--- src/hw/wb_pkg.sv ---
/* Wishbone field types for the host port and the internal target links */
package wb_pkg;

    // Byte address, full 32 bits from the host
    typedef logic [31:0] wb_addr_t;

    // Data word in both directions
    typedef logic [31:0] wb_data_t;

    // One enable per byte lane of wb_data_t
    typedef logic [3:0] wb_sel_t;

    // Lanes are 8 bits wide
    localparam int unsigned WB_LANE_W = 8;

endpackage

--- src/hw/soc_cfg_pkg.sv ---
/* Chip-level configuration of the user-area hub: address map, team count, pin widths.
   Shared by the decoder, the select registers and the scratch SRAM. */
package soc_cfg_pkg;

    localparam int unsigned NUM_DESIGNS = 4;    // Team designs behind the pin mux

    // Pin and analyzer widths
    localparam int unsigned GPIO_W = 38;
    localparam int unsigned LA_W   = 128;
    typedef logic [GPIO_W-1:0] gpio_t;
    typedef logic [LA_W-1:0]   la_t;

    // Team index, NO_DESIGN parks the outputs
    typedef logic [2:0] design_idx_t;
    localparam design_idx_t NO_DESIGN = 3'd7;

    // Region field is address bits 31..16
    typedef logic [15:0] region_t;
    localparam region_t REGION_SRAM   = 16'h3000;
    localparam region_t REGION_SELECT = 16'h3001;

    localparam int unsigned SRAM_WORDS = 256;
    typedef logic [$clog2(SRAM_WORDS)-1:0] sram_idx_t;  // Word index from address bits 9..2

    // Select register byte offsets, only bit 2 is decoded
    localparam logic [2:0] SEL_GPIO_OFS = 3'd0;
    localparam logic [2:0] SEL_LA_OFS   = 3'd4;

endpackage

--- src/hw/wb_if.sv ---
/* One Wishbone classic link between the address decoder and a single target.
   The decoder takes the initiator side, each target the target side. */
`timescale 1ns/100ps

interface wb_if;

    logic             cyc;
    logic             stb;
    logic             we;
    wb_pkg::wb_sel_t  sel;
    wb_pkg::wb_addr_t adr;
    wb_pkg::wb_data_t dat_w;    // Write data toward the target
    wb_pkg::wb_data_t dat_r;    // Read data, valid with ack
    logic             ack;

    // Decoder side
    modport initiator (
        output cyc, stb, we, sel, adr, dat_w,
        input  dat_r, ack
    );

    // Target side
    modport target (
        input  cyc, stb, we, sel, adr, dat_w,
        output dat_r, ack
    );

endinterface

--- src/hw/team_select_regs.sv ---
/* Team select registers and the GPIO / logic analyzer output muxes they drive.
   An index outside the team range parks the pins as inputs and zeroes the analyzer. */
`timescale 1ns/100ps

module team_select_regs (
    input  logic                 wb_clk_i,
    input  logic                 rst_n_i,
    wb_if.target                 bus_i,

    // Team outputs, one word per design
    input  soc_cfg_pkg::gpio_t [soc_cfg_pkg::NUM_DESIGNS-1:0] designs_gpio_out_i,
    input  soc_cfg_pkg::gpio_t [soc_cfg_pkg::NUM_DESIGNS-1:0] designs_gpio_oeb_i,
    input  soc_cfg_pkg::la_t   [soc_cfg_pkg::NUM_DESIGNS-1:0] designs_la_i,

    output soc_cfg_pkg::gpio_t   io_out_o,
    output soc_cfg_pkg::gpio_t   io_oeb_o,
    output soc_cfg_pkg::la_t     la_data_out_o
);

    soc_cfg_pkg::design_idx_t gpio_sel;
    soc_cfg_pkg::design_idx_t la_sel;
    logic                     req;
    logic                     wr_en;
    logic                     hit_gpio;
    logic                     hit_la;

    assign req      = bus_i.cyc & bus_i.stb & ~bus_i.ack;
    assign wr_en    = req & bus_i.we & bus_i.sel[0];    // Lane 0 holds the index
    assign hit_gpio = (bus_i.adr[2] == soc_cfg_pkg::SEL_GPIO_OFS[2]);
    assign hit_la   = (bus_i.adr[2] == soc_cfg_pkg::SEL_LA_OFS[2]);

    always_ff @(posedge wb_clk_i) begin
        if (!rst_n_i) begin
            gpio_sel  <= soc_cfg_pkg::NO_DESIGN;
            la_sel    <= soc_cfg_pkg::NO_DESIGN;
            bus_i.ack <= 1'b0;
        end else begin
            bus_i.ack <= req;
            if (wr_en && hit_gpio) gpio_sel <= bus_i.dat_w[$bits(gpio_sel)-1:0];
            if (wr_en && hit_la)   la_sel   <= bus_i.dat_w[$bits(la_sel)-1:0];
        end
    end

    // Readback, zero-extended
    always_ff @(posedge wb_clk_i) begin
        if (req) begin
            bus_i.dat_r <= hit_la ? wb_pkg::wb_data_t'(la_sel) : wb_pkg::wb_data_t'(gpio_sel);
        end
    end

    always_comb begin
        if (gpio_sel < soc_cfg_pkg::NUM_DESIGNS) begin
            io_out_o = designs_gpio_out_i[gpio_sel];
            io_oeb_o = designs_gpio_oeb_i[gpio_sel];
        end else begin
            io_out_o = '0;
            io_oeb_o = '1;      // Parked as inputs
        end
    end

    assign la_data_out_o = (la_sel < soc_cfg_pkg::NUM_DESIGNS) ? designs_la_i[la_sel] : '0;

endmodule

--- src/flat_wrapper.sv ---
// flat-port wrapper written by rule: the top's interface ports become plain ports
module team_select_regs_flat 
  (wb_clk_i, rst_n_i, designs_gpio_out_i, designs_gpio_oeb_i, designs_la_i, io_out_o, io_oeb_o, la_data_out_o, bus_i_cyc, bus_i_stb, bus_i_we, bus_i_sel, bus_i_adr, bus_i_dat_w, bus_i_dat_r, bus_i_ack);
  wb_if bus_i_i ();
  input  logic wb_clk_i;
  input  logic rst_n_i;
  input  soc_cfg_pkg::gpio_t [soc_cfg_pkg::NUM_DESIGNS-1:0] designs_gpio_out_i;
  input  soc_cfg_pkg::gpio_t [soc_cfg_pkg::NUM_DESIGNS-1:0] designs_gpio_oeb_i;
  input  soc_cfg_pkg::la_t   [soc_cfg_pkg::NUM_DESIGNS-1:0] designs_la_i;
  output soc_cfg_pkg::gpio_t io_out_o;
  output soc_cfg_pkg::gpio_t io_oeb_o;
  output soc_cfg_pkg::la_t la_data_out_o;
  input wire logic [$bits(bus_i_i.cyc)-1:0] bus_i_cyc;
  input wire logic [$bits(bus_i_i.stb)-1:0] bus_i_stb;
  input wire logic [$bits(bus_i_i.we)-1:0] bus_i_we;
  input wire logic [$bits(bus_i_i.sel)-1:0] bus_i_sel;
  input wire logic [$bits(bus_i_i.adr)-1:0] bus_i_adr;
  input wire logic [$bits(bus_i_i.dat_w)-1:0] bus_i_dat_w;
  output wire logic [$bits(bus_i_i.dat_r)-1:0] bus_i_dat_r;
  output wire logic [$bits(bus_i_i.ack)-1:0] bus_i_ack;
  assign bus_i_i.cyc = bus_i_cyc;
  assign bus_i_i.stb = bus_i_stb;
  assign bus_i_i.we = bus_i_we;
  assign bus_i_i.sel = bus_i_sel;
  assign bus_i_i.adr = bus_i_adr;
  assign bus_i_i.dat_w = bus_i_dat_w;
  assign bus_i_dat_r = bus_i_i.dat_r;
  assign bus_i_ack = bus_i_i.ack;
  team_select_regs u_core (.wb_clk_i(wb_clk_i), .rst_n_i(rst_n_i), .bus_i(bus_i_i), .designs_gpio_out_i(designs_gpio_out_i), .designs_gpio_oeb_i(designs_gpio_oeb_i), .designs_la_i(designs_la_i), .io_out_o(io_out_o), .io_oeb_o(io_oeb_o), .la_data_out_o(la_data_out_o));
endmodule
--- config.mk ---
export PLATFORM = sky130hd
export DESIGN_NAME = team_select_regs_flat
export DESIGN_NICKNAME = d
export VERILOG_FILES = /design/src/hw/wb_pkg.sv /design/src/hw/soc_cfg_pkg.sv /design/src/hw/wb_if.sv /design/src/hw/team_select_regs.sv /design/src/flat_wrapper.sv
export SDC_FILE = /design/constraint.sdc
export NUM_CORES = 1
export LEC_CHECK = 0
export BUFFER_PORTS_ARGS = -buffer_cell sky130_fd_sc_hd__clkbuf_2
export CORE_AREA = 2 2 437 439
export DETAILED_ROUTE_END_ITERATION = 8
export DIE_AREA = 0 0 439 441
export GPL_ROUTABILITY_DRIVEN = 0
export GPL_TIMING_DRIVEN = 0
export REMOVE_ABC_BUFFERS = 1
export SYNTH_ARGS = -nofsm -noshare
export SYNTH_HDL_FRONTEND = slang
export SYNTH_SLANG_ARGS = --single-unit
--- constraint.sdc ---
create_clock -name wb_clk_i -period 2.01 [get_ports wb_clk_i]
set_clock_uncertainty 0.1 [all_clocks]
set_input_delay 0.402 -clock wb_clk_i [delete_from_list [all_inputs] [get_ports wb_clk_i]]
set_output_delay 0.402 -clock wb_clk_i [all_outputs]
set_load 0.1 [all_outputs]
After elaboration in Yosys (flattened, before gate mapping)
Cells that the tools add are included.

word-level totals
  register bits = 39
  bits in latches = 0
  memory bits (writable) = 0
  ROM bits = 0
  bits of input ports = 889
  output and inout port bits = 237
  word-level logic and storage cells = 26
  memories kept = 0

cells by class
  add/sub/neg operators = 0
  $mul = 0
  div/mod/pow operators = 0
  order comparisons = 4
  equality and inequality tests = 0
  shifts and indexed selects = 0
  muxes and demuxes = 10
  bitwise gates (word level) = 6
  reductions and logical operators = 2

operators with widths
  operator                                           count
  128-bit binary-select mux with 2-bit select        1
  128-bit 2-to-1 mux                                 2
  38-bit binary-select mux with 2-bit select         2
  38-bit 2-to-1 mux                                  4
  3-bit less-than comparator, second input constant  4
  1-bit AND                                          4
  3-bit 2-to-1 mux                                   1
  1-bit logical AND                                  2
  1-bit NOT                                          2

Longest topological paths before layout
  word-level depth = 5
  gate-level depth with buffers = 5

Least setup slack after synthesis
OpenSTA, ideal clock, no wires.

  kind = register to output
  start = register u_core.gpio_sel[0]
  end = output port io_out_o[19]
  data arrival time = 2.388 ns
  required time = 1.508 ns
  path slack = -0.880 ns
  cell stages (with the launch flop) = 6
  buffers on the path = 3
  path through = dfxtp_1 buf_2 buf_6 buf_6 mux4_2 nor2b_1

between the ends
  cells in the longest elaborated chain, start to end = 3

RTL lines
  what                                        line                    RTL
  from (decl)                                 team_select_regs.sv:20  soc_cfg_pkg::design_idx_t gpio_sel;
  from (signal assigned)                      team_select_regs.sv:34  gpio_sel <= soc_cfg_pkg::NO_DESIGN;
  from (signal assigned)                      team_select_regs.sv:39  if (wr_en && hit_gpio) gpio_sel <= bus_i.dat_w[$bits(gpio_sel)-1:0];
  38-bit binary-select mux with 2-bit select  team_select_regs.sv:53  io_out_o = designs_gpio_out_i[gpio_sel];
  38-bit 2-to-1 mux (implied by the code)     team_select_regs.sv:53
  38-bit 2-to-1 mux *                         team_select_regs.sv:52  if (gpio_sel < soc_cfg_pkg::NUM_DESIGNS) begin
  to (decl)                                   flat_wrapper.sv:10      output soc_cfg_pkg::gpio_t io_out_o;

Every way passes the cells marked *; elsewhere a longest branch is shown, timed or not. The select of a mux whose other input is x is not followed.

Worst setup path in the final report
  start = register u_core.la_sel[0]
  end = output port la_data_out_o[42]

between the ends
  cells in the longest elaborated chain, start to end = 3

RTL lines
  what                                         line                    RTL
  from (decl)                                  team_select_regs.sv:21  soc_cfg_pkg::design_idx_t la_sel;
  from (signal assigned)                       team_select_regs.sv:35  la_sel <= soc_cfg_pkg::NO_DESIGN;
  from (signal assigned)                       team_select_regs.sv:40  if (wr_en && hit_la) la_sel <= bus_i.dat_w[$bits(la_sel)-1:0];
  128-bit binary-select mux with 2-bit select  team_select_regs.sv:61  assign la_data_out_o = (la_sel < soc_cfg_pkg::NUM_DESIGNS) ? designs_la_i[la_sel] : '0;
  128-bit 2-to-1 mux (implied by the code)     team_select_regs.sv:61
  128-bit 2-to-1 mux *                         team_select_regs.sv:61
  to (decl)                                    flat_wrapper.sv:12      output soc_cfg_pkg::la_t la_data_out_o;

Marks and branches as above.

==> results.cfg <==
[floorplan]
dieWidth_um = 439
placementRows = 160
dieArea_um2 = 194000
coreArea_um2 = 189000
ioPinCount = 1126
dieHeight_um = 441
start_util_pct = 3.64

[detailed_routing]
ant_nets = 0
routed_wl_mm = 156
wl_per_cell_um = 37.1
post_drt_via_cell_ratio = 2.96
detail_route.iter0.violations = 1381
drc = 0
vias = 12400
firstDrtPassIters = 9

[setup_path]
worst-path-max-fanout = 7
cp_slowest_cell = mux4_2
cp.arrival_ns = 2.23
path_buf_inv = 4
crit_chain = buf_16 -> buf_16 -> buf_12 -> mux4_2 -> nor2b_4 -> clkbuf_16
worstSetupStartpointType = flip-flop
crit_path_max_incr_delay_ns = 0.64
cp-end-kind = output pin
cp_common_cell = buf_16
cp.required_ns = 1.51
worstSetupPathType = reg -> out
path_delay_family = buffers and inverters

[timing]
period_needed_ns = 2.74
hold_viol = 0
fin_crit_sh_pct = 136
setup_viol = 204
whs_ns = 0.352
fin_ws_ns = -0.725
rsz0062_at_grt = yes
fmax_ghz = 0.366
maxSlewHeadroom_pct = 46.2
tightest_slew_ns = 0.806
finalMaxSlewViolations = 0

[global_routing]
grt_pass1_wl_mm = 174
grt_pass1_vias = 10900
grt_max_degree = 79
grt_overflow_total = 0
antenna_found_initial = 244
grt_usage_pct = 15.1

[power]
clkPwrFrac_pct = 10.4
p_leak_uw = 0.00878
p_per_area_nw_per_um2 = 170
combPwrFrac_pct = 83.3
p_switching_uw = 1530
switching_share_pct = 44.1
internal_power_uw = 1940
peakVddDrop_uv = 200
seqPwrFrac_pct = 6.3

[synth]
synth_area_um2 = 6890
synth-seq-cells = 10
yosys-top-cells-area = mux4_2 (67%), nor2b_1 (15%), buf_4 (3.5%), or2_1 (3.5%), buf_6 (2.3%)
yosysSeqAreaShare_pct = 3.34
ys.warnings.count = 0
postSynthAreaPerCell_um2 = 12.7
synth.distinct_cells = 20
yosys.area.top_type_share_pct = 66.7
synth_top_area_cell = mux4_2
synthCells = 541

[cells_and_area]
fin_util_pct = 10.8
multi_input_comb_area_um2 = 6720
nNetsFinal = 2501
drive_above_1_share_pct = 90.1
final_common_cell = clkbuf_2
layout_common_cells = clkbuf_2 (829), mux4_2 (204), nor2b_1 (97)
regArea_um2 = 253
fillCellCount = 21700
syn_to_final_growth_pct = 196

[placement]
numPortBuffers = 1033
place_hpwl_mm = 138

[clocking]
cts_max_level = 1
numCtsBuffers = 3
clk_latency_ns = 0.24
cts-root-buf = clkbuf_16
ctsLongestPathBuffers = 2
cts_tree = done
clock_sinks = 10
clkTransAtPathRegs_ns = 0.04

[outcome]
status = finished, violations left
violations = setup timing

[worst_hold_path]
min_path_type = in -> reg

[run]
cap_viol_max_count = 0
## power by group through the flow
stage / sequential [uW] / clock (uW) / combinational (uW)
floorplan: 303 / 0 / 1260
global placement: 339 / 0 / 2350
detailed placement: 236 / 0 / 2420
CTS: 216 / 364 / 2790
global route: 219 / 378 / 3000
finish: 218 / 363 / 2890
## flip-flops by register name, indices dropped and copies added (netlist names)
name / count
u_core.bus_i.dat_r: 3
u_core.gpio_sel: 3
u_core.la_sel: 3
u_core.bus_i.ack: 1
## timing repair
item / in CTS / in global routing
hold endpoints to repair: 0 / 0
hold buffers: 0 / 0
pin swaps: 2 / 3
endpoints found under the setup margin: 204 / 204
gates resized for setup: 612 / 213
setup buffers: 46 / 33
cloned: 26 / 4
## cell usage after synthesis (all sizes together)
cell type	instances
and2	1
or2	38
and3b	1
nor2b	166
o21ai	6
nand2b	1
o311ai	6
nand4b	1
mux2	3
edfxtp	3
clkbuf	29
mux4	204
buf	70
conb	1
dfxtp	7
inv	3
nand2	1
## final cells by class
| cell class | count | share of cell area, % |
|---|---|---|
| Timing Repair Buffer | 1137 | 49.0 |
| Multi-Input combinational cell | 457 | 32.9 |
| Tap cell | 2511 | 15.4 |
| Sequential cell | 10 | 1.24 |
| Antenna cell | 77 | 0.945 |
| Clock buffer | 3 | 0.368 |
| Inverter | 3 | 0.0553 |
| Clock inverter | 1 | 0.0184 |
## per-stage QoR
step,TNS [ns],power [uW],cell area (um2),cells,setup WS (ns)
floorplan,-1001.92,1560,6370,470,-5.76
global placement,-1344.38,2690,14700,4014,-8.45
detailed placement,-201.49,2660,15000,4024,-1.77
CTS,-118.71,3370,19400,4098,-0.721
global route,-117.87,3590,20300,4160,-0.725
finish,-106.84,3470,20400,4199,-0.725
## path summary, 6_finish.rpt
| path | startpoint | end | slack (ns) | cells after the start |
|---|---|---|---|---|
| setup / recovery | u_core.la_sel[0] | la_data_out_o[42] | -0.73 | 6 |
| hold / removal | rst_n_i | u_core.gpio_sel[2] | 0.35 | 2 |
| setup reg to reg | u_core.gpio_sel[0] | u_core.bus_i.dat_r[0] | 0.53 | 5 |
| hold reg to reg | u_core.gpio_sel[1] | u_core.gpio_sel[1] | 0.61 | 2 |
## kinds of logic (layout without fill, tap and decap cells)
group	after synthesis	after routing	synth area share, %
other	1	106	0.0544
buffers and inverters	102	1144	9.21
and+or+nand+nor	209	209	19.0
muxes	207	207	67.2
DFF	10	10	3.34
AOI/OAI and AO/OA	12	12	1.20
## metal layers
metal / wire length [um] / GRT usage (%)
met1: 48400 / 14.2
met2: 73400 / 25.3
met3: 25600 / 11.3
met4: 6840 / 4.42
met5: 1640 / 1.91
Power figures use the tool's default switching activity.
