File: src/hw/wb_pkg.sv
/* Wishbone field types for the host port and the internal target links */
package wb_pkg;

    // Byte address, full 32 bits from the host
    typedef logic [31:0] wb_addr_t;

    // Data word in both directions
    typedef logic [31:0] wb_data_t;

    // One enable per byte lane of wb_data_t
    typedef logic [3:0] wb_sel_t;

    // Lanes are 8 bits wide
    localparam int unsigned WB_LANE_W = 8;

endpackage

File: src/hw/soc_cfg_pkg.sv
/* Chip-level configuration of the user-area hub: address map, team count, pin widths.
   Shared by the decoder, the select registers and the scratch SRAM. */
package soc_cfg_pkg;

    localparam int unsigned NUM_DESIGNS = 4;    // Team designs behind the pin mux

    // Pin and analyzer widths
    localparam int unsigned GPIO_W = 38;
    localparam int unsigned LA_W   = 128;
    typedef logic [GPIO_W-1:0] gpio_t;
    typedef logic [LA_W-1:0]   la_t;

    // Team index, NO_DESIGN parks the outputs
    typedef logic [2:0] design_idx_t;
    localparam design_idx_t NO_DESIGN = 3'd7;

    // Region field is address bits 31..16
    typedef logic [15:0] region_t;
    localparam region_t REGION_SRAM   = 16'h3000;
    localparam region_t REGION_SELECT = 16'h3001;

    localparam int unsigned SRAM_WORDS = 256;
    typedef logic [$clog2(SRAM_WORDS)-1:0] sram_idx_t;  // Word index from address bits 9..2

    // Select register byte offsets, only bit 2 is decoded
    localparam logic [2:0] SEL_GPIO_OFS = 3'd0;
    localparam logic [2:0] SEL_LA_OFS   = 3'd4;

endpackage

File: src/hw/wb_if.sv
/* One Wishbone classic link between the address decoder and a single target.
   The decoder takes the initiator side, each target the target side. */
`timescale 1ns/100ps

interface wb_if;

    logic             cyc;
    logic             stb;
    logic             we;
    wb_pkg::wb_sel_t  sel;
    wb_pkg::wb_addr_t adr;
    wb_pkg::wb_data_t dat_w;    // Write data toward the target
    wb_pkg::wb_data_t dat_r;    // Read data, valid with ack
    logic             ack;

    // Decoder side
    modport initiator (
        output cyc, stb, we, sel, adr, dat_w,
        input  dat_r, ack
    );

    // Target side
    modport target (
        input  cyc, stb, we, sel, adr, dat_w,
        output dat_r, ack
    );

endinterface

File: src/hw/wb_address_decoder.sv
/* Splits host Wishbone cycles between the scratch SRAM and the select registers.
   Unmapped space is answered here with a one-cycle ack and zero data. */
`timescale 1ns/100ps

module wb_address_decoder (
    input  logic             wb_clk_i,
    input  logic             rst_n_i,

    // Host side
    input  logic             cyc_i,
    input  logic             stb_i,
    input  logic             we_i,
    input  wb_pkg::wb_sel_t  sel_i,
    input  wb_pkg::wb_addr_t adr_i,
    input  wb_pkg::wb_data_t dat_i,
    output logic             ack_o,
    output wb_pkg::wb_data_t dat_o,

    // Target links
    wb_if.initiator          sram_o,
    wb_if.initiator          select_o
);

    soc_cfg_pkg::region_t region;
    logic                 hit_sram;
    logic                 hit_select;
    logic                 hit_none;
    logic                 none_ack;     // Own ack for unmapped space

    assign region     = adr_i[$bits(wb_pkg::wb_addr_t)-1 -: $bits(soc_cfg_pkg::region_t)];
    assign hit_sram   = (region == soc_cfg_pkg::REGION_SRAM);
    assign hit_select = (region == soc_cfg_pkg::REGION_SELECT);
    assign hit_none   = !hit_sram && !hit_select;

    // Request fields fan out to both links, only one sees the strobe
    assign sram_o.cyc   = cyc_i & hit_sram;
    assign sram_o.stb   = stb_i & hit_sram;
    assign sram_o.we    = we_i;
    assign sram_o.sel   = sel_i;
    assign sram_o.adr   = adr_i;
    assign sram_o.dat_w = dat_i;

    assign select_o.cyc   = cyc_i & hit_select;
    assign select_o.stb   = stb_i & hit_select;
    assign select_o.we    = we_i;
    assign select_o.sel   = sel_i;
    assign select_o.adr   = adr_i;
    assign select_o.dat_w = dat_i;

    // Same one-cycle response as the real targets
    always_ff @(posedge wb_clk_i) begin
        if (!rst_n_i) begin
            none_ack <= 1'b0;
        end else begin
            none_ack <= cyc_i & stb_i & hit_none & ~none_ack;
        end
    end

    // Response return, keyed on the address the host still holds
    always_comb begin
        if (hit_sram) begin
            ack_o = sram_o.ack;
            dat_o = sram_o.dat_r;
        end else if (hit_select) begin
            ack_o = select_o.ack;
            dat_o = select_o.dat_r;
        end else begin
            ack_o = none_ack;
            dat_o = '0;     // Unmapped reads as zero
        end
    end

endmodule

File: src/flat_wrapper.sv
// flat-port wrapper written by rule: the top's interface ports become plain ports
module wb_address_decoder_flat 
  (wb_clk_i, rst_n_i, cyc_i, stb_i, we_i, sel_i, adr_i, dat_i, ack_o, dat_o, sram_o_cyc, sram_o_stb, sram_o_we, sram_o_sel, sram_o_adr, sram_o_dat_w, sram_o_dat_r, sram_o_ack, select_o_cyc, select_o_stb, select_o_we, select_o_sel, select_o_adr, select_o_dat_w, select_o_dat_r, select_o_ack);
  wb_if sram_o_i ();
  wb_if select_o_i ();
  input  logic wb_clk_i;
  input  logic rst_n_i;
  input  logic cyc_i;
  input  logic stb_i;
  input  logic we_i;
  input  wb_pkg::wb_sel_t sel_i;
  input  wb_pkg::wb_addr_t adr_i;
  input  wb_pkg::wb_data_t dat_i;
  output logic ack_o;
  output wb_pkg::wb_data_t dat_o;
  output wire logic [$bits(sram_o_i.cyc)-1:0] sram_o_cyc;
  output wire logic [$bits(sram_o_i.stb)-1:0] sram_o_stb;
  output wire logic [$bits(sram_o_i.we)-1:0] sram_o_we;
  output wire logic [$bits(sram_o_i.sel)-1:0] sram_o_sel;
  output wire logic [$bits(sram_o_i.adr)-1:0] sram_o_adr;
  output wire logic [$bits(sram_o_i.dat_w)-1:0] sram_o_dat_w;
  input wire logic [$bits(sram_o_i.dat_r)-1:0] sram_o_dat_r;
  input wire logic [$bits(sram_o_i.ack)-1:0] sram_o_ack;
  output wire logic [$bits(select_o_i.cyc)-1:0] select_o_cyc;
  output wire logic [$bits(select_o_i.stb)-1:0] select_o_stb;
  output wire logic [$bits(select_o_i.we)-1:0] select_o_we;
  output wire logic [$bits(select_o_i.sel)-1:0] select_o_sel;
  output wire logic [$bits(select_o_i.adr)-1:0] select_o_adr;
  output wire logic [$bits(select_o_i.dat_w)-1:0] select_o_dat_w;
  input wire logic [$bits(select_o_i.dat_r)-1:0] select_o_dat_r;
  input wire logic [$bits(select_o_i.ack)-1:0] select_o_ack;
  assign sram_o_cyc = sram_o_i.cyc;
  assign sram_o_stb = sram_o_i.stb;
  assign sram_o_we = sram_o_i.we;
  assign sram_o_sel = sram_o_i.sel;
  assign sram_o_adr = sram_o_i.adr;
  assign sram_o_dat_w = sram_o_i.dat_w;
  assign sram_o_i.dat_r = sram_o_dat_r;
  assign sram_o_i.ack = sram_o_ack;
  assign select_o_cyc = select_o_i.cyc;
  assign select_o_stb = select_o_i.stb;
  assign select_o_we = select_o_i.we;
  assign select_o_sel = select_o_i.sel;
  assign select_o_adr = select_o_i.adr;
  assign select_o_dat_w = select_o_i.dat_w;
  assign select_o_i.dat_r = select_o_dat_r;
  assign select_o_i.ack = select_o_ack;
  wb_address_decoder u_core (.wb_clk_i(wb_clk_i), .rst_n_i(rst_n_i), .cyc_i(cyc_i), .stb_i(stb_i), .we_i(we_i), .sel_i(sel_i), .adr_i(adr_i), .dat_i(dat_i), .ack_o(ack_o), .dat_o(dat_o), .sram_o(sram_o_i), .select_o(select_o_i));
endmodule
File: config.mk
export PLATFORM = sky130hd
export DESIGN_NAME = wb_address_decoder_flat
export DESIGN_NICKNAME = d
export VERILOG_FILES = /design/src/hw/wb_pkg.sv /design/src/hw/soc_cfg_pkg.sv /design/src/hw/wb_if.sv /design/src/hw/wb_address_decoder.sv /design/src/flat_wrapper.sv
export SDC_FILE = /design/constraint.sdc
export NUM_CORES = 1
export LEC_CHECK = 0
export BUFFER_PORTS_ARGS = -buffer_cell sky130_fd_sc_hd__buf_2
export CAP_MARGIN = 20
export CORE_AREA = 3 3 121 123
export CTS_BUF_LIST = sky130_fd_sc_hd__clkbuf_4 sky130_fd_sc_hd__clkbuf_8 sky130_fd_sc_hd__clkbuf_16
export DETAILED_ROUTE_END_ITERATION = 10
export DIE_AREA = 0 0 124 126
export PLACE_DENSITY_LB_ADDON = 0.2
export SLEW_MARGIN = 20
export SYNTH_ARGS = -nofsm -noshare
export SYNTH_HDL_FRONTEND = slang
export SYNTH_SLANG_ARGS = --single-unit
File: constraint.sdc
create_clock -name wb_clk_i -period 1.8 [get_ports wb_clk_i]
set_input_delay 0.45 -clock wb_clk_i [delete_from_list [all_inputs] [get_ports wb_clk_i]]
set_output_delay 0.45 -clock wb_clk_i [all_outputs]
set_load 0.005 [all_outputs]
# After elaboration in Yosys (flattened, before gate mapping)
# Index checks and enable logic that the tools add are counted.
[classes]
n_reduce_logical = 3
eq_ne = 2
muxes = 4
n_bitwise = 8
[op_table]
columns = ["operator", "n"]
rows = [
  ["32-bit 2-to-1 mux", 2],
  ["16-bit by 14-bit == test with 1-bit output (second input constant)", 2],
  ["1-bit bitwise AND", 7],
  ["1-bit zero test", 2],
  ["1-bit 2-to-1 mux", 2],
  ["1-bit logical AND", 1],
  ["1-bit NOT", 1],
]
[word_totals]
regBits = 1
output_inout_bits = 175

# Longest topological paths before layout
# Gate-level depths: netlist of run 1.
[depth]
ltp_word = 5
mapped_depth = 5
mapped_depth_nobuf = 3

# Worst setup path before layout of run 1
# Ideal clock, no wire load.
[synth_path]
path_kind = "in2out"
from = "in adr_i[22]"
to = "out dat_o[10]"
stages = 5
arrival_ns = 1.276
slack_ns = 0.074
path_buffers = 2
required_ns = 1.350
cell_sequence = "nor4_2 > nand4_1 > buf_6 > buf_12 > nor2_4"
[synth_via]
elab_chain_len = 3
elab_cells_between_ends = 4
cone_classes = "2 x eq/ne; 2 x mux"
[synth_lines]
columns = ["element", "line", "text"]
rows = [
  ["start: declaration", "flat_wrapper.sv:12", "input wb_pkg::wb_addr_t adr_i;"],
  ["16-bit by 14-bit == test with 1-bit output", "wb_address_decoder.sv:32", "assign hit_select = (region == soc_cfg_pkg::REGION_SELECT);"],
  ["32-bit 2-to-1 mux", "wb_address_decoder.sv:64", "end else if (hit_select) begin"],
  ["32-bit 2-to-1 mux (*)", "wb_address_decoder.sv:61", "if (hit_sram) begin"],
  ["end: declaration", "flat_wrapper.sv:15", "output wb_pkg::wb_data_t dat_o;"],
]
# Every way passes the cells marked *; elsewhere a longest branch is shown, timed or not.

# Worst setup path after layout of run 1
[layout_path]
from = "in adr_i[22]"
to = "out ack_o"
[layout_via]
elab_chain_len = 3
elab_cells_between_ends = 4
cone_classes = "2 x eq/ne; 2 x mux"
[layout_lines]
columns = ["element", "line", "text"]
rows = [
  ["16-bit by 14-bit == test with 1-bit output", "wb_address_decoder.sv:32", ""],
  ["1-bit 2-to-1 mux", "wb_address_decoder.sv:64", ""],
  ["1-bit 2-to-1 mux (*)", "wb_address_decoder.sv:61", ""],
  ["end: declaration", "flat_wrapper.sv:14", "output logic ack_o;"],
]
# Marked as above.

==> results.json, run 1 <==
{
  "status": "finished, violations left",
  "failing_checks": "negative setup slack",
  "reg_top3": "u_core.none_ack (1)",
  "chipWidth_um": 124,
  "track_usage_pct": 5.55,
  "clk_transition_reported_paths_ps": 0,
  "place.gp.congestion": 0.658,
  "mappedNetlistArea_um2": 1930,
  "post_synth.cell_area_avg_um2": 8.49,
  "hold_fails_final_rpt": 0,
  "design.portCount": 314,
  "power_frac_clock_pct": 0,
  "final_cell_mix": "sky130_fd_sc_hd__buf_2, sky130_fd_sc_hd__mux2i_1, sky130_fd_sc_hd__nor2_4",
  "worst_path_most_repeated_cell": "sky130_fd_sc_hd__buf_6",
  "path_buf_inv": 4,
  "cap_violations": 0,
  "setup_violations": 37,
  "drt_pre_antenna_iters": 2,
  "pwr-share-seq_pct": 7.6,
  "worstHoldPathType": "flop to flop",
  "p_sw_share_pct": 42.0,
  "totalNegativeSetupSlack_ps": -7790,
  "avgViaCountPerCell": 3.15,
  "crit_chain": "buf_2 > nor4_2 > nand4_1 > buf_6 > buf_6 > mux2_2 > buf_6",
  "yosys_warnings": 0,
  "yosys_register_bits": 1,
  "grt_setup_unrepaired": "true",
  "globalRouteOverflowTotal": 0,
  "power.ir.vdd_worst_mv": 0.0430,
  "antenna_found_initial": 0,
  "maxSlewViolCount": 0,
  "first_pass_grt_wire_length_mm": 6.94,
  "slew-limit-headroom_pct": 79.4,
  "hpwl_mm": 4.50,
  "worst_ep_required_time_ps": 1350,
  "skew_ps": 0,
  "max_freq_ghz": 0.485,
  "grt_max_degree": 14,
  "max_slew.worst_pin.slew_ps": 301,
  "drive_above_1_share_pct": 84.9,
  "power.leakage_nw": 1.21,
  "num_rows": 43,
  "antennaDiodeCount": 0,
  "final_layout_net_count": 406,
  "fin_crit_sh_pct": 115,
  "worst-setup-path-type": "input pin to output port",
  "timing.critical_path.slowest_stage_cell": "sky130_fd_sc_hd__mux2_2",
  "placedCellCount": 442,
  "synthesis.nets": 366,
  "first_global_vias": 1407,
  "pwr_dens_nw_per_um2": 141,
  "mostFrequentLayoutCell": "sky130_fd_sc_hd__buf_2",
  "fillers": 1580,
  "worstSetupStartpointType": "input pin",
  "post_synth_inst_count": 227,
  "ys_types": 16,
  "holdBufCountCts": 0,
  "area.growth.synth_to_final_pct": 17.7,
  "core_region_area_um2": 13800,
  "vias": 1400,
  "cp-startpoint": "adr_i[22]",
  "drc": 0,
  "crit_fanout": 3,
  "die_height_um": 126,
  "final_period_minus_worst_setup_slack_ps": 2060,
  "postLayoutCellArea_um2": 2270,
  "layout.cells.non_filler": 445,
  "routed_wire_length_per_instance_um": 11.5,
  "worstPathArrival_ps": 1610,
  "start_util_pct": 14.0,
  "setup.worst_path.end_class": "output port",
  "critPathTopFamily": "buffers and inverters",
  "dieArea_um2": 15600,
  "switching_power_w": 0.000135,
  "p_int_w": 0.000186,
  "synth_sequential_area_ratio_pct": 1.04,
  "pre_cts_ws_ps": -408,
  "placedInstanceArea_um2": 2070,
  "finalWorstSetupSlack_ps": -263,
  "drt-initial-drc-count": 17,
  "insertion_delay_ps": 0,
  "r2r_start": "u_core.none_ack",
  "number_of_flip_flops_in_the_largest_register": 1,
  "slowest_cell_delay_on_critical_path_ps": 270,
  "io_buffer_count": 154,
  "combinationalPowerShare_pct": 92.4,
  "route.antenna.remaining_nets": 0,
  "wl_mm": 5.12,
  "worst_hold_startpoint": "u_core.none_ack",
  "max_flop_register": "u_core.none_ack"
}
-- layer usage --
layer	vias to the layer above	track usage, %	routed length [um]
met2	127	11.5	2630
met3	32	0.853	755
li1	661	-	-
met4	0	2.84	261
met1	580	4.92	1470
met5	-	0	0
-- cells in the mapped netlist --
cell type | instances | area (um^2)
sky130_fd_sc_hd__buf_4 | 138 | 1040
sky130_fd_sc_hd__mux2i_1 | 32 | 320
sky130_fd_sc_hd__nor2_4 | 30 | 338
sky130_fd_sc_hd__nor3_1 | 5 | 25.0
sky130_fd_sc_hd__buf_2 | 4 | 20.0
sky130_fd_sc_hd__buf_12 | 3 | 60.1
sky130_fd_sc_hd__inv_1 | 3 | 11.3
sky130_fd_sc_hd__mux2_2 | 2 | 22.5
sky130_fd_sc_hd__nor2_1 | 2 | 7.51
sky130_fd_sc_hd__nor4_2 | 2 | 25.0
sky130_fd_sc_hd__and4bb_2 | 1 | 12.5
sky130_fd_sc_hd__buf_6 | 1 | 11.3
sky130_fd_sc_hd__dfxtp_1 | 1 | 20.0
sky130_fd_sc_hd__nand2_1 | 1 | 3.75
sky130_fd_sc_hd__nand4_1 | 1 | 6.26
sky130_fd_sc_hd__nor4b_1 | 1 | 8.76
-- stage by stage --
stage	utilization (%)	power (W)	hold slack, ps
2_1_floorplan	-	0.000373	393
3_3_place_gp	15.1	0.000311	499
3_5_place_dp	15.1	0.000313	482
4_1_cts	16.1	0.000323	487
5_1_grt	16.5	0.000351	495
6_report	16.5	0.000320	468
-- power by group through the flow --
| stage | Sequential [W] | Clock (W) | Combinational, W |
|---|---|---|---|
| after CTS | 0.0000245 | 0 | 0.000299 |
| final | 0.0000244 | 0 | 0.000296 |
| after detailed placement | 0.0000245 | 0 | 0.000288 |
| after global routing | 0.0000245 | 0 | 0.000327 |
| after global placement | 0.0000247 | 0 | 0.000286 |
| after floorplan | 0.0000238 | 0 | 0.000350 |
-- timing repair --
item / in CTS / in global routing
pin swaps: 27 / 9
endpoints found under the setup margin: 37 / 37
gates resized for setup: 17 / 12
gates cloned: 2 / 0
setup buffers: 1 / 0
-- cell families after synthesis --
kind of cell           synth area share (%)
buffers and inverters                  59.1
DFF                                    1.04
muxes                                  17.8
and+or+nand+nor                        22.1
-- area by class of cell --
cell class	instances	area (um^2)	share of cell area [%]
multi-input combinational	77	822	36.2
inverter	3	11.3	0.496
tap	180	225	9.92
timing repair buffer	184	1190	52.5
sequential	1	20.0	0.882
-- path summary, 6_finish.rpt --
kind	end	slack (ps)	cells after the start
worst max register to register	u_core.none_ack	1130	1
worst min register to register	u_core.none_ack	470	1
worst min-delay path	u_core.none_ack	470	1
worst max-delay path	ack_o	-260	7
No activity file was read; power rests on OpenSTA's default activity.
==> run 2, diff against run 1 <==
ABC_AREA = 1   (was default)
==> results.json, run 2 <==
{
  "antennaDiodeCount": 0,
  "start_util_pct": 12.2,
  "worstSetupStartpointType": "input pin",
  "dieArea_um2": 15600,
  "hpwl_mm": 4.39,
  "insertion_delay_ps": 0,
  "final_layout_net_count": 454,
  "fillers": 1601,
  "worst_ep_required_time_ps": 1350,
  "worstPathArrival_ps": 1520,
  "synth.top_cells.by_area": "sky130_fd_sc_hd__buf_4, sky130_fd_sc_hd__nand2_1, sky130_fd_sc_hd__nand3_1, sky130_fd_sc_hd__nor2_1, sky130_fd_sc_hd__inv_1",
  "number_of_flip_flops_in_the_largest_register": 1,
  "globalRouteOverflowTotal": 0,
  "area.growth.synth_to_final_pct": 40.9,
  "yosys_warnings": 0,
  "route.antenna.remaining_nets": 0,
  "holdBufCountCts": 0,
  "skew_ps": 0,
  "setup.worst_path.end_class": "output port",
  "fin_crit_sh_pct": 109,
  "dominantRegCellSynth": "sky130_fd_sc_hd__dfxtp_1",
  "hold_fails_final_rpt": 0,
  "avgViaCountPerCell": 3.31,
  "p_int_w": 0.000150,
  "drt_pre_antenna_iters": 3,
  "crit_chain": "buf_2 > nor2_4 > nand2_2 > nor2_4 > nand2_4 > clkinv_8 > clkbuf_16 > nand2_1 > nand2_1 > buf_2",
  "yosysTopAreaCell": "sky130_fd_sc_hd__buf_4",
  "clk_transition_reported_paths_ps": 0,
  "synth_enable_flop_cells": 0,
  "pwr-share-seq_pct": 10.0,
  "design.portCount": 314,
  "worstHoldPathType": "flop to flop",
  "postLayoutCellArea_um2": 2380,
  "grt_setup_unrepaired": "true",
  "yosys.cell_count.top_type": "sky130_fd_sc_hd__buf_4",
  "ys_async_sr_fraction_pct": 0,
  "mostFrequentLayoutCell": "sky130_fd_sc_hd__buf_2",
  "final_period_minus_worst_setup_slack_ps": 1970,
  "yosys_register_bits": 1,
  "power.ir.vdd_worst_mv": 0.0463,
  "chipWidth_um": 124,
  "post_synth_inst_count": 282,
  "mappedNetlistArea_um2": 1690,
  "max_freq_ghz": 0.508,
  "wl_mm": 6.17,
  "first_global_vias": 1569,
  "track_usage_pct": 6.09,
  "switching_power_w": 0.0000883,
  "post_synth.cell_area_avg_um2": 5.98,
  "slowest_cell_delay_on_critical_path_ps": 190,
  "utilization_pct": 17.3,
  "max_flop_register": "u_core.none_ack",
  "antenna_found_initial": 0,
  "first_pass_grt_wire_length_mm": 7.56,
  "pwr_dens_nw_per_um2": 100,
  "ys_types": 15,
  "core_region_area_um2": 13800,
  "routed_wire_length_per_instance_um": 12.5,
  "totalNegativeSetupSlack_ps": -4900,
  "path_buf_inv": 4,
  "reg_top3": "u_core.none_ack (1)",
  "cap_violations": 0,
  "maxSlewViolCount": 0,
  "post_synth_most_frequent_cells": "sky130_fd_sc_hd__buf_4, sky130_fd_sc_hd__nand2_1, sky130_fd_sc_hd__nand3_1",
  "synth_sequential_area_ratio_pct": 1.19,
  "finalWorstSetupSlack_ps": -169,
  "synthesis.nets": 421,
  "combinationalPowerShare_pct": 90.0,
  "max_slew.worst_pin.slew_ps": 182,
  "io_buffer_count": 154,
  "num_rows": 43,
  "timing.critical_path.slowest_stage_cell": "sky130_fd_sc_hd__nor2_4",
  "drc": 0,
  "drt-initial-drc-count": 21,
  "status": "finished, violations left",
  "failing_checks": "negative setup slack",
  "synth_top_area_share_pct": 63.2,
  "setup_violations": 36,
  "slew-limit-headroom_pct": 87.9,
  "placedInstanceArea_um2": 1770,
  "vias": 1634,
  "grt_max_degree": 18,
  "power.leakage_nw": 1.39,
  "critPathTopFamily": "simple AND/OR/NAND/NOR gates",
  "crit_fanout": 8,
  "drive_above_1_share_pct": 78.9,
  "worst-setup-path-type": "input pin to output port",
  "place.gp.congestion": 0.678,
  "die_height_um": 126,
  "final_cell_mix": "sky130_fd_sc_hd__buf_2, sky130_fd_sc_hd__nand2_1, sky130_fd_sc_hd__nand2_2",
  "p_sw_share_pct": 37.1,
  "power_frac_clock_pct": 0
}
run 2: path summary, 6_finish.rpt:
check / to / cells past startpoint / slack, ps / startpoint
hold / removal: u_core.none_ack / 4 / 560 / u_core.none_ack
setup / recovery: dat_o[5] / 10 / -170 / adr_i[26]
setup reg to reg: u_core.none_ack / 4 / 1090 / u_core.none_ack
hold reg to reg: u_core.none_ack / 4 / 560 / u_core.none_ack
run 2: worst reg2reg max path: cells and delay by family, from the launching register on:
kind | cells | cell delay [ps]
flops | 1 | 270
simple gates | 2 | 180
buf+inv | 2 | 170
run 2: repair_timing:
item | in CTS | in global routing
endpoints found under the setup margin | 37 | 37
buffers inserted | 1 | 1
cloned | 2 | 5
pin swaps | 4 | 31
hold endpoints to repair | 0 | 0
gates resized for setup | 30 | 79
run 2: final cells by class:
class	count	area, um^2	area share, %
repair buffers	178	1260	52.9
inverters	8	55.1	2.32
multi-input cells	126	820	34.5
well taps	180	225	9.48
flip-flops and latches	1	20.0	0.843
run 2: power groups by stage:
stage / clock, W / combinational [W] / sequential, W
after CTS: 0 / 0.000190 / 0.0000237
after floorplan: 0 / 0.000261 / 0.0000237
after global routing: 0 / 0.000234 / 0.0000239
final: 0 / 0.000214 / 0.0000237
after detailed placement: 0 / 0.000170 / 0.0000237
after global placement: 0 / 0.000171 / 0.0000237
run 2: logic make-up (layout without fill, tap and decap cells):
group	after synthesis	in the layout	synth area share, %
simple gates	126	126	31.7
buf+inv	155	186	67.1
flops	1	1	1.19
run 2: per-stage QoR:
stage	hold slack [ps]	power, W	std cells	worst slack [ps]
floorplan	466	0.000285	282	140
global placement	570	0.000195	484	-226
detailed placement	569	0.000194	484	-213
CTS	573	0.000214	487	-182
global route	617	0.000258	493	-250
finish	561	0.000238	493	-169
run 2: metal layers:
metal  global-route usage [%]  up-vias  share of wire, %
met5                        0        -                 0
met1                     6.20      712                35
met3                     1.44       24               9.7
met2                     11.8      105                53
li1                         -      793                 -
met4                     2.06        0               2.4
